===== src/ttc_defines.svh =====
/*
 * Address map and field widths of the triple timer/counter register block.
 * Each register kind has a base address for timer 1; timers 2 and 3 follow
 * at TTC_TIMER_STRIDE. Include this file wherever the macros are needed.
 */

`ifndef TTC_DEFINES_SVH
`define TTC_DEFINES_SVH

// ---------------------------------------------------------------------------
// Block size
// ---------------------------------------------------------------------------

`define TTC_NUM_TIMERS     3       // Timer channels in the block

// ---------------------------------------------------------------------------
// Bus and field widths
// ---------------------------------------------------------------------------

`define TTC_ADDR_W         8       // APB address width
`define TTC_DATA_W         32      // APB read data width
`define TTC_CTRL_W         7       // Clock and counter control fields
`define TTC_COUNT_W        16      // Counter, interval and match fields
`define TTC_IRQ_W          6       // Interrupt and interrupt enable fields

// ---------------------------------------------------------------------------
// Address map
// ---------------------------------------------------------------------------

`define TTC_TIMER_STRIDE   4       // Step from one timer to the next

// Timer 1 address of each register kind
`define TTC_CLK_CTRL_BASE  8'h00   // Clock control
`define TTC_CNTR_CTRL_BASE 8'h0C   // Counter control
`define TTC_CNTR_VAL_BASE  8'h18   // Counter value, read only
`define TTC_INTERVAL_BASE  8'h24   // Interval
`define TTC_MATCH_1_BASE   8'h30   // Match 1
`define TTC_MATCH_2_BASE   8'h3C   // Match 2
`define TTC_MATCH_3_BASE   8'h48   // Match 3
`define TTC_IRQ_BASE       8'h54   // Interrupt status, cleared on read
`define TTC_IRQ_EN_BASE    8'h60   // Interrupt enable

`endif

===== src/ttc_pkg.sv =====
/*
 * Types shared by the timer/counter register block.
 * Widths come from the defines header; modules import this package in
 * their body and use scoped names in their port lists.
 */

`include "ttc_defines.svh"

package ttc_pkg;

  // -------------------------------------------------------------------------
  // Bus side
  // -------------------------------------------------------------------------

  typedef logic [`TTC_ADDR_W-1:0]  addr_t;      // APB address
  typedef logic [`TTC_DATA_W-1:0]  prdata_t;    // APB read data word

  // -------------------------------------------------------------------------
  // Timer register fields
  // -------------------------------------------------------------------------

  typedef logic [`TTC_CTRL_W-1:0]  ctrl_reg_t;  // Clock or counter control
  typedef logic [`TTC_COUNT_W-1:0] count_t;     // Count, interval or match
  typedef logic [`TTC_IRQ_W-1:0]   irq_t;       // Interrupt or enable bits

endpackage


===== src/ttc_apb_regs.sv =====
/*
 * APB register interface of the triple timer/counter.
 * Forms the bus strobes, decodes each timer in its own slice and returns
 * registered read data one cycle after the address is presented.
 * Counters, dividers and interrupt logic connect through the loose ports.
 */

`include "ttc_defines.svh"

module ttc_apb_regs (
  input  logic               pclk28,                  // APB clock
  input  logic               n_p_reset28,             // Async reset, active low

  // APB slave side
  input  logic               psel,                    // Slave select
  input  logic               penable,                 // Access phase
  input  logic               pwrite,                  // 1 write, 0 read
  input  ttc_pkg::addr_t     paddr,                   // Register address

  // Register values, one element per timer
  input  ttc_pkg::ctrl_reg_t clk_ctrl_reg     [1:`TTC_NUM_TIMERS],  // Clock ctrl
  input  ttc_pkg::ctrl_reg_t cntr_ctrl_reg    [1:`TTC_NUM_TIMERS],  // Counter ctrl
  input  ttc_pkg::count_t    counter_val_reg  [1:`TTC_NUM_TIMERS],  // Count value
  input  ttc_pkg::count_t    interval_reg     [1:`TTC_NUM_TIMERS],  // Interval
  input  ttc_pkg::count_t    match_1_reg      [1:`TTC_NUM_TIMERS],  // Match 1
  input  ttc_pkg::count_t    match_2_reg      [1:`TTC_NUM_TIMERS],  // Match 2
  input  ttc_pkg::count_t    match_3_reg      [1:`TTC_NUM_TIMERS],  // Match 3
  input  ttc_pkg::irq_t      interrupt_reg    [1:`TTC_NUM_TIMERS],  // Irq status
  input  ttc_pkg::irq_t      interrupt_en_reg [1:`TTC_NUM_TIMERS],  // Irq enable

  output ttc_pkg::prdata_t   prdata,                  // Registered read data

  // Write selects and clear pulses, bit n for timer n
  output logic [`TTC_NUM_TIMERS:1] clk_ctrl_reg_sel,  // Clock ctrl write
  output logic [`TTC_NUM_TIMERS:1] cntr_ctrl_reg_sel, // Counter ctrl write
  output logic [`TTC_NUM_TIMERS:1] interval_reg_sel,  // Interval write
  output logic [`TTC_NUM_TIMERS:1] match_1_reg_sel,   // Match 1 write
  output logic [`TTC_NUM_TIMERS:1] match_2_reg_sel,   // Match 2 write
  output logic [`TTC_NUM_TIMERS:1] match_3_reg_sel,   // Match 3 write
  output logic [`TTC_NUM_TIMERS:1] intr_en_reg_sel,   // Irq enable write
  output logic [`TTC_NUM_TIMERS:1] clear_interrupt    // Irq clear on read
);

  import ttc_pkg::*;

  // -------------------------------------------------------------------------
  // Bus strobes
  // -------------------------------------------------------------------------

  logic    wr_access;                                 // Write access phase
  logic    rd_phase;                                  // Read setup or access
  prdata_t slice_rd_data [1:`TTC_NUM_TIMERS];         // Per-timer read words
  prdata_t rd_data_comb;                              // ORed read word

  assign wr_access = psel & penable & pwrite;
  assign rd_phase  = psel & ~pwrite;                  // Both read cycles

  // -------------------------------------------------------------------------
  // Timer slices
  // -------------------------------------------------------------------------

  for (genvar t = 1; t <= `TTC_NUM_TIMERS; t++)
  begin : g_timer
    ttc_timer_regs #(
      .timer_index       (t - 1)
    ) timer_regs_i (
      .paddr             (paddr),
      .wr_access         (wr_access),
      .rd_phase          (rd_phase),
      .penable           (penable),
      .clk_ctrl_reg      (clk_ctrl_reg[t]),
      .cntr_ctrl_reg     (cntr_ctrl_reg[t]),
      .counter_val_reg   (counter_val_reg[t]),
      .interval_reg      (interval_reg[t]),
      .match_1_reg       (match_1_reg[t]),
      .match_2_reg       (match_2_reg[t]),
      .match_3_reg       (match_3_reg[t]),
      .interrupt_reg     (interrupt_reg[t]),
      .interrupt_en_reg  (interrupt_en_reg[t]),
      .clk_ctrl_reg_sel  (clk_ctrl_reg_sel[t]),
      .cntr_ctrl_reg_sel (cntr_ctrl_reg_sel[t]),
      .interval_reg_sel  (interval_reg_sel[t]),
      .match_1_reg_sel   (match_1_reg_sel[t]),
      .match_2_reg_sel   (match_2_reg_sel[t]),
      .match_3_reg_sel   (match_3_reg_sel[t]),
      .intr_en_reg_sel   (intr_en_reg_sel[t]),
      .clear_interrupt   (clear_interrupt[t]),
      .rd_data           (slice_rd_data[t])
    );
  end

  // -------------------------------------------------------------------------
  // Read data
  // -------------------------------------------------------------------------

  // Slice address ranges are disjoint, so at most one word is nonzero
  always_comb
  begin
    rd_data_comb = '0;
    for (int i = 1; i <= `TTC_NUM_TIMERS; i++)
    begin
      rd_data_comb = rd_data_comb | slice_rd_data[i];
    end
  end

  // Loaded every cycle; slices already return zero outside a read
  always_ff @(posedge pclk28 or negedge n_p_reset28)
  begin
    if (!n_p_reset28)
    begin
      prdata <= '0;                                   // Bus reads zero after reset
    end
    else
    begin
      prdata <= rd_data_comb;                         // Valid in access cycle
    end
  end

endmodule


===== src/ttc_timer_regs.sv =====
/*
 * Register decode for one timer channel.
 * Turns the APB address into this timer's write selects, the interrupt
 * clear pulse and a read data word that is zero unless this timer is read.
 * Instantiate once per timer with timer_index 0 for timer 1 and so on.
 */

`include "ttc_defines.svh"

module ttc_timer_regs #(
  parameter int timer_index = 0                       // 0 selects timer 1
) (
  // Bus side
  input  ttc_pkg::addr_t    paddr,                    // APB address
  input  logic              wr_access,                // Write access phase
  input  logic              rd_phase,                 // Read setup or access
  input  logic              penable,                  // APB access phase

  // Register values from this timer
  input  ttc_pkg::ctrl_reg_t clk_ctrl_reg,            // Clock control
  input  ttc_pkg::ctrl_reg_t cntr_ctrl_reg,           // Counter control
  input  ttc_pkg::count_t    counter_val_reg,         // Live counter value
  input  ttc_pkg::count_t    interval_reg,            // Interval
  input  ttc_pkg::count_t    match_1_reg,             // Match 1
  input  ttc_pkg::count_t    match_2_reg,             // Match 2
  input  ttc_pkg::count_t    match_3_reg,             // Match 3
  input  ttc_pkg::irq_t      interrupt_reg,           // Interrupt status
  input  ttc_pkg::irq_t      interrupt_en_reg,        // Interrupt enable

  // Write selects to this timer
  output logic              clk_ctrl_reg_sel,         // Clock control write
  output logic              cntr_ctrl_reg_sel,        // Counter control write
  output logic              interval_reg_sel,         // Interval write
  output logic              match_1_reg_sel,          // Match 1 write
  output logic              match_2_reg_sel,          // Match 2 write
  output logic              match_3_reg_sel,          // Match 3 write
  output logic              intr_en_reg_sel,          // Interrupt enable write

  output logic              clear_interrupt,          // Clear status on read
  output ttc_pkg::prdata_t  rd_data                   // Zero when not read
);

  import ttc_pkg::*;

  // -------------------------------------------------------------------------
  // This timer's addresses
  // -------------------------------------------------------------------------

  localparam int reg_offset = timer_index * `TTC_TIMER_STRIDE;  // Timer step

  localparam addr_t clk_ctrl_addr  = addr_t'(`TTC_CLK_CTRL_BASE  + reg_offset);
  localparam addr_t cntr_ctrl_addr = addr_t'(`TTC_CNTR_CTRL_BASE + reg_offset);
  localparam addr_t cntr_val_addr  = addr_t'(`TTC_CNTR_VAL_BASE  + reg_offset);
  localparam addr_t interval_addr  = addr_t'(`TTC_INTERVAL_BASE  + reg_offset);
  localparam addr_t match_1_addr   = addr_t'(`TTC_MATCH_1_BASE   + reg_offset);
  localparam addr_t match_2_addr   = addr_t'(`TTC_MATCH_2_BASE   + reg_offset);
  localparam addr_t match_3_addr   = addr_t'(`TTC_MATCH_3_BASE   + reg_offset);
  localparam addr_t irq_addr       = addr_t'(`TTC_IRQ_BASE       + reg_offset);
  localparam addr_t irq_en_addr    = addr_t'(`TTC_IRQ_EN_BASE    + reg_offset);

  // -------------------------------------------------------------------------
  // Write selects
  // -------------------------------------------------------------------------

  // Counter value and interrupt status are read only, so no select for them
  assign clk_ctrl_reg_sel  = wr_access & (paddr == clk_ctrl_addr);   // Clock ctrl
  assign cntr_ctrl_reg_sel = wr_access & (paddr == cntr_ctrl_addr);  // Counter ctrl
  assign interval_reg_sel  = wr_access & (paddr == interval_addr);   // Interval
  assign match_1_reg_sel   = wr_access & (paddr == match_1_addr);    // Match 1
  assign match_2_reg_sel   = wr_access & (paddr == match_2_addr);    // Match 2
  assign match_3_reg_sel   = wr_access & (paddr == match_3_addr);    // Match 3
  assign intr_en_reg_sel   = wr_access & (paddr == irq_en_addr);     // Irq enable

  // Status clears in the access cycle only, after the setup cycle
  // has already sampled it into prdata
  assign clear_interrupt = rd_phase & penable & (paddr == irq_addr);

  // -------------------------------------------------------------------------
  // Read mux
  // -------------------------------------------------------------------------

  always_comb
  begin
    rd_data = '0;                                     // Idle or other timer
    if (rd_phase)
    begin
      case (paddr)
        clk_ctrl_addr  : rd_data = prdata_t'(clk_ctrl_reg);      // Zero-extend
        cntr_ctrl_addr : rd_data = prdata_t'(cntr_ctrl_reg);
        cntr_val_addr  : rd_data = prdata_t'(counter_val_reg);
        interval_addr  : rd_data = prdata_t'(interval_reg);
        match_1_addr   : rd_data = prdata_t'(match_1_reg);
        match_2_addr   : rd_data = prdata_t'(match_2_reg);
        match_3_addr   : rd_data = prdata_t'(match_3_reg);
        irq_addr       : rd_data = prdata_t'(interrupt_reg);     // Pre-clear value
        irq_en_addr    : rd_data = prdata_t'(interrupt_en_reg);
        default        : rd_data = '0;                           // Not this timer
      endcase
    end
  end

endmodule


===== config.mk =====
export PLATFORM = sky130hd
export DESIGN_NAME = ttc_apb_regs
export DESIGN_NICKNAME = d
export VERILOG_FILES = /design/src/ttc_pkg.sv /design/src/ttc_apb_regs.sv /design/src/ttc_timer_regs.sv
export VERILOG_INCLUDE_DIRS = /design/src /design/src/src
export SDC_FILE = /design/constraint.sdc
export NUM_CORES = 1
export LEC_CHECK = 0
export ABC_AREA = 1
export BUFFER_PORTS_ARGS = -buffer_cell sky130_fd_sc_hd__buf_2
export CAP_MARGIN = 0
export CORE_AREA = 2 2 148 150
export CTS_BUF_LIST = sky130_fd_sc_hd__clkbuf_8
export CTS_CLUSTER_DIAMETER = 30
export DETAILED_ROUTE_END_ITERATION = 10
export DIE_AREA = 0 0 150 152
export GPL_TIMING_DRIVEN = 0
export HOLD_SLACK_MARGIN = 0.15
export SLEW_MARGIN = 40
export SYNTH_ARGS = -nofsm -noshare
export SYNTH_HDL_FRONTEND = slang
export SYNTH_SLANG_ARGS = --single-unit

===== constraint.sdc =====
create_clock -name pclk28 -period 2.8 [get_ports pclk28]
set_input_delay 0.28 -clock pclk28 [delete_from_list [all_inputs] [get_ports pclk28]]
set_output_delay 0.28 -clock pclk28 [all_outputs]
set_load 0.02 [all_outputs]

==> summary.md, run 1 <==
| Metric | Value |
|---|---|
| Most flop-heavy register | `prdata` |
| IO Port Bufs | `370` |
| Longest Clk Path Bufs | `2` |
| Multi-input logic area | `2980 um^2` |
| Most frequent cell after synthesis | `nand2_1` |
| Unique masters post-synth | `23` |
| Synth area leader | `nand2_1` |
| Crit-path max FO | `10` |
| Fin area | `6370 um^2` |
| Crit end category | `output port` |
| Setup Buffers After CTS | `0` |
| Gr ovfl total | `0` |
| Hold Crit Class | `input port to flop` |
| Final hold violations | `0` |
| Mapped Cells | `roughly 810` |
| Starting Density | `between 10% and 20%` |
| Setup CP Type | `input port to output port` |
| Share of cells above drive strength 1 | `around 40%` |
| Die Wd | `around 150 um` |
| Status | `completed` |
| MaxCap Viol Count | `0` |
| Register area share after synthesis | `9.90%` |
| # DRC | `0` |
| Dpl hpwl | `22.9 mm` |
| Vias per cell | `around 4.4` |
| Synth top area share | `30.9%` |
| Number of global-route vias before repair | `6,315` |
| Final Cycle Share | `80.9%` |
| Root buffer cell | `clkbuf_8` |
| Post-CTS Resized | `0` |
| Sum of negative setup slack | `0 ns` |
| Ys Warns | `0` |
| Asr flop ratio synth | `100%` |
| Most common flop cell mapped by yosys | `dfrtp_1` |
| Worst Tran Pin Value | `between 0.7 and 0.8 ns` |
| Routed Antenna Nets | `0` |
| Clock sinks | `16` |
| Peak VDD IR | `0.136 mV` |
| Post-synth EDFFs | `0` |
| 1st-iter DRT viols | `~280` |
| Initial antenna violation count | `1` |
| Tmin final | `2.26 ns` |
| I/O pin count | `387` |
| Max reg flops | `16` |
| CTS tree | `done` |
| LEAKAGE | `3.92 nW` |
| Die Ht | `152 um` |
| Final wirelength | `26.7 mm` |
| # setup viols final | `0` |
| P&R area growth vs syn | `57.5%` |
| Standard-cell rows | `54` |
| Number of H-tree levels | `1` |
| Routability cong. | `a little over 0.9` |
| Arrival @ worst endpoint | `1.98 ns` |
| CTS Buf Count | `3` |
| PD cells | `137 nW/um^2` |
| CP required | `approximately 2.5 ns` |
| Hold Path Cell Cnt | `5` |
| Worst slew margin | `52.3%` |
| Avg Inst Size Synth | `5.00 um^2` |
| Sequential Area | `about 400 um^2` |
| CP Launch Type | `input port` |
| Post-DP Area | `6300 um^2` |
| Hold endpoint | `prdata[9]` |
| Min-delay src | `match_2_reg[25]` |
| Highest clock rate | `about 440 MHz` |
| Worst-path clk slew | `0.07 ns` |
| Total GRT Usage | `21.9%` |
| Post-layout nets | `1,531` |
| Synthesized flop and latch total | `16` |
| First-pass GRT wire length | `about 37 mm` |
| # fillers | `2,562` |
| Most instantiated cells after synthesis | `nand2_1 (333), nand3_1 (172), nor2_1 (83)` |
| Wire length per cell | `18.0 um` |
| Drt first pass iters | `5` |
| RSZ-0062 raised after global routing | `no` |
| Netlist Area Pre-Place | `4040 um^2` |
| Synth area leaders | `nand2_1 (31%), nand3_1 (21%), dfrtp_1 (9.9%), buf_4 (9.7%), nor2_1 (7.7%)` |
| Core area | `21,400 um^2` |
| Via count | `6,542` |
| Total die area | `22,800 um^2` |
| Slew Viols, Final | `0` |
| Largest regs | `prdata: 16 flops` |
| Pin count of the biggest net entering global routing | `17` |
-- layer usage --
layer | track usage (%) | wire (um) | share of wire, %
met5 | 0 | 0 | 0
met4 | 5.97 | 740 | 2.8
met3 | 3.93 | 2080 | 7.8
met2 | 42.7 | 14000 | 52
met1 | 23.5 | 9900 | 37
-- what timing repair did --
item,CTS,global route
hold endpoints to repair,16,0
hold buffers,1,0
endpoints found under the setup margin,0,0
-- critical path: stages --
cell	delay, ns
buf_2	0.10
nor2_1	0.35
clkbuf_1	0.50
nand2_1	0.18
nor3_1	0.25
buf_4	0.14
buf_2	0.17
-- worst max path at each step --
| stage | start | end | slack, ns | depth (start not counted) |
|---|---|---|---|---|
| finish | pwrite | clear_interrupt[1] | 0.54 | 7 |
| CTS | pwrite | clear_interrupt[1] | 0.41 | 7 |
| detailed placement | pwrite | clear_interrupt[1] | 0.42 | 7 |
| floorplan | psel | clear_interrupt[2] | 1.39 | 6 |
| global route | psel | clear_interrupt[2] | 0.34 | 8 |
| global placement | pwrite | clear_interrupt[1] | 0.46 | 7 |
-- logic make-up after synthesis --
| group | count (synthesis) | synth area share [%] |
|---|---|---|
| AND/OR/NAND/NOR | 635 | 68.8 |
| other | 1 | 0.0927 |
| buffers and inverters | 130 | 17.9 |
| flip-flops | 16 | 9.90 |
| AO/OA/AOI/OAI | 27 | 3.34 |
-- report_power, final --
| part | internal [mW] | switching [mW] | total, mW |
|---|---|---|---|
| Sequential | 0.233 | 0.000660 | 0.234 |
| Clock | 0.125 | 0.0908 | 0.216 |
| Combinational | 0.207 | 0.218 | 0.425 |
-- metrics by stage --
stage	worst slack, ns	instances	util, %	hold WS (ns)	total power, mW
after global placement	0.460	1474	29.5	0.220	0.661
after detailed placement	0.425	1474	29.5	0.223	0.663
after floorplan	1.39	824	-	-0.0156	0.367
after global routing	0.344	1479	29.8	0.406	0.919
after CTS	0.410	1479	29.8	0.370	0.878
final	0.536	1480	29.8	0.369	0.875
-- cells in the final DEF (no fill, tap or decap), types with 5 or more instances in the layout --
| cell type | Yosys | routed |
|---|---|---|
| nor2_2 | 8 | 8 |
| nand3_2 | 5 | 5 |
| nand2_1 | 333 | 333 |
| inv_1 | 47 | 47 |
| conb_1 | 1 | 16 |
| buf_2 | 15 | 385 |
| nor3_1 | 13 | 13 |
| dfrtp_1 | 16 | 16 |
| inv_2 | 7 | 7 |
| o21ai_0 | 24 | 24 |
| nand3_1 | 172 | 172 |
| nor2_4 | 11 | 11 |
| clkbuf_1 | 5 | 5 |
| buf_4 | 52 | 52 |
| nor2_1 | 83 | 83 |
-- final cells by class --
class                           instances  share of cell area (%)
Multi-Input combinational cell        678                    46.7
Timing Repair Buffer                  371                    29.2
Buffer                                 76                    8.19
Sequential cell                        16                    6.29
Tap cell                              280                    5.50
Inverter                               54                    3.18
Clock buffer                            4                   0.864
Antenna cell                            1                  0.0393
No activity file was read; power rests on OpenSTA's default activity.
==> run 2: changes to the inputs <==
clock period = 2.35 ns   (was 2.8 ns; I/O delays follow)
==> summary.md, run 2 (synthesis gave the netlist of run 1 again) <==
| Metric | Value |
|---|---|
| Status | `completed` |
| Via count | `6,536` |
| Commonest non-fill, non-tap cell in the layout | `buf_2` |
| IO Port Bufs | `370` |
| Final std cells w/o fill | `between 1,000 and 1,500` |
| Peak VDD IR | `0.159 mV` |
| I/O pin count | `387` |
| Worst-path clk slew | `around 0.070 ns` |
| RSZ-0062 raised after global routing | `no` |
| Crit-path max FO | `7` |
| Die Ht | `152 um` |
| Share of cells above drive strength 1 | `40.1%` |
| Initial antenna violation count | `1` |
| Post-layout nets | `1,531` |
| CTS Buf Count | `3` |
| Gr ovfl total | `0` |
| Post-Place Cells | `1,474` |
| # fillers | `2,562` |
| Routability cong. | `0.924` |
| Die Wd | `about 150 um` |
| Tmin final | `2.13 ns` |
| CP Launch Type | `input port` |
| 1st-iter DRT viols | `275` |
| Most flop-heavy register | `prdata` |
| Multi-input logic area | `2980 um^2` |
| Clock sinks | `16` |
| Core area | `21,400 um^2` |
| Setup CP Type | `input port to output port` |
| Max reg flops | `16` |
| CTS tree | `done` |
| Highest clock rate | `between 400 and 500 MHz` |
| Sequential Area | `400 um^2` |
| Crit end category | `output port` |
| Sum of negative setup slack | `0 ns` |
| # setup viols final | `0` |
| Worst Tran Pin Value | `slightly above 0.7 ns` |
| Routed Antenna Nets | `0` |
| Standard-cell rows | `54` |
| Hold endpoint | `prdata[9]` |
| Slew Viols, Final | `0` |
| Longest Clk Path Bufs | `2` |
| Min-delay src | `match_2_reg[25]` |
| Largest regs | `prdata: 16 flops` |
| Final Cycle Share | `90.7%` |
| Final wirelength | `roughly 27 mm` |
| Dpl hpwl | `22.9 mm` |
| Hold Crit Class | `input port to flop` |
| Total die area | `22,800 um^2` |
| Final hold violations | `0` |
| # DRC | `0` |
| Number of H-tree levels | `1` |
| P&R area growth vs syn | `57.5%` |
| PD cells | `approximately 160 nW/um^2` |
| Vias per cell | `4.42` |
| MaxCap Viol Count | `0` |
| First-pass GRT wire length | `36.7 mm` |
| Starting Density | `18.9%` |
| Total GRT Usage | `between 20 and 25%` |
| Arrival @ worst endpoint | `around 1.9 ns` |
| Most frequent cells in the layout | `buf_2 (385), nand2_1 (333), nand3_1 (172)` |
| Total chip power | `1.04 mW` |
| Hold Path Cell Cnt | `5` |
| Drt first pass iters | `4` |
| Worst slew margin | `52.3%` |
| CP required | `between 2 and 2.5 ns` |
| LEAKAGE | `just under 4 nW` |
| Root buffer cell | `clkbuf_8` |
| Number of global-route vias before repair | `approximately 6,300` |
| Tightest hold margin | `0.326 ns` |
| Wire length per cell | `18.0 um` |
| Pin count of the biggest net entering global routing | `17` |
## run 2: cell types whose count changed in the layout (fill, tap and decap cells not counted)
| cell | delta |
|---|---|
| clkbuf_1 | -1 |
| clkbuf_2 | +1 |
## run 2: what timing repair did
item	CTS	global route
buffers inserted	0	0
endpoints found under the hold margin	16	0
resized for setup	0	2
endpoints found under the setup margin	0	2
hold buffers	1	0
## run 2: worst max-delay path by stage
| stage | startpoint | endpoint | slack, ns | depth (start not counted) |
|---|---|---|---|---|
| floorplan | psel | clear_interrupt[2] | 1.03 | 6 |
| global placement | pwrite | clear_interrupt[1] | 0.1 | 7 |
| detailed placement | pwrite | clear_interrupt[1] | 0.06 | 7 |
| CTS | pwrite | clear_interrupt[1] | 0.05 | 7 |
| global route | paddr[7] | match_1_reg_sel[1] | 0.13 | 8 |
| finish | paddr[7] | match_1_reg_sel[1] | 0.22 | 8 |
## run 2: layout make-up
cell class | count | area share [%]
Inverter | 54 | 3.18
Tap cell | 280 | 5.50
Buffer | 76 | 8.21
Multi-Input combinational cell | 678 | 46.7
Clock buffer | 4 | 0.864
Sequential cell | 16 | 6.28
Antenna cell | 1 | 0.0393
Timing Repair Buffer | 371 | 29.2
## run 2: worst max-delay path: stages
cell and delay (ns):
buf_2 0.12, inv_2 0.09, nand2_2 0.08, nor2_2 0.51, nand2_1 0.39, nor2_1 0.19, buf_4 0.12, buf_2 0.15
## run 2: through the flow
step	setup WS [ns]	area, um^2	utilization, %
finish	0.219	6370	29.8
global route	0.131	6370	29.8
CTS	0.0501	6370	29.8
detailed placement	0.0649	6300	29.5
global placement	0.0997	6300	29.5
floorplan	1.03	4100	-
## run 2: metal layers
layer	vias up	part of all wire [%]	track usage [%]
met5	-	0	0
li1	3296	-	-
met3	41	7.8	3.93
met4	0	2.9	5.97
met2	342	52	42.7
met1	2857	37	23.5
## run 2: power by group
group / switching (mW) / internal, mW
logic: 0.259 / 0.247
registers: 0.000788 / 0.278
clock network: 0.106 / 0.149
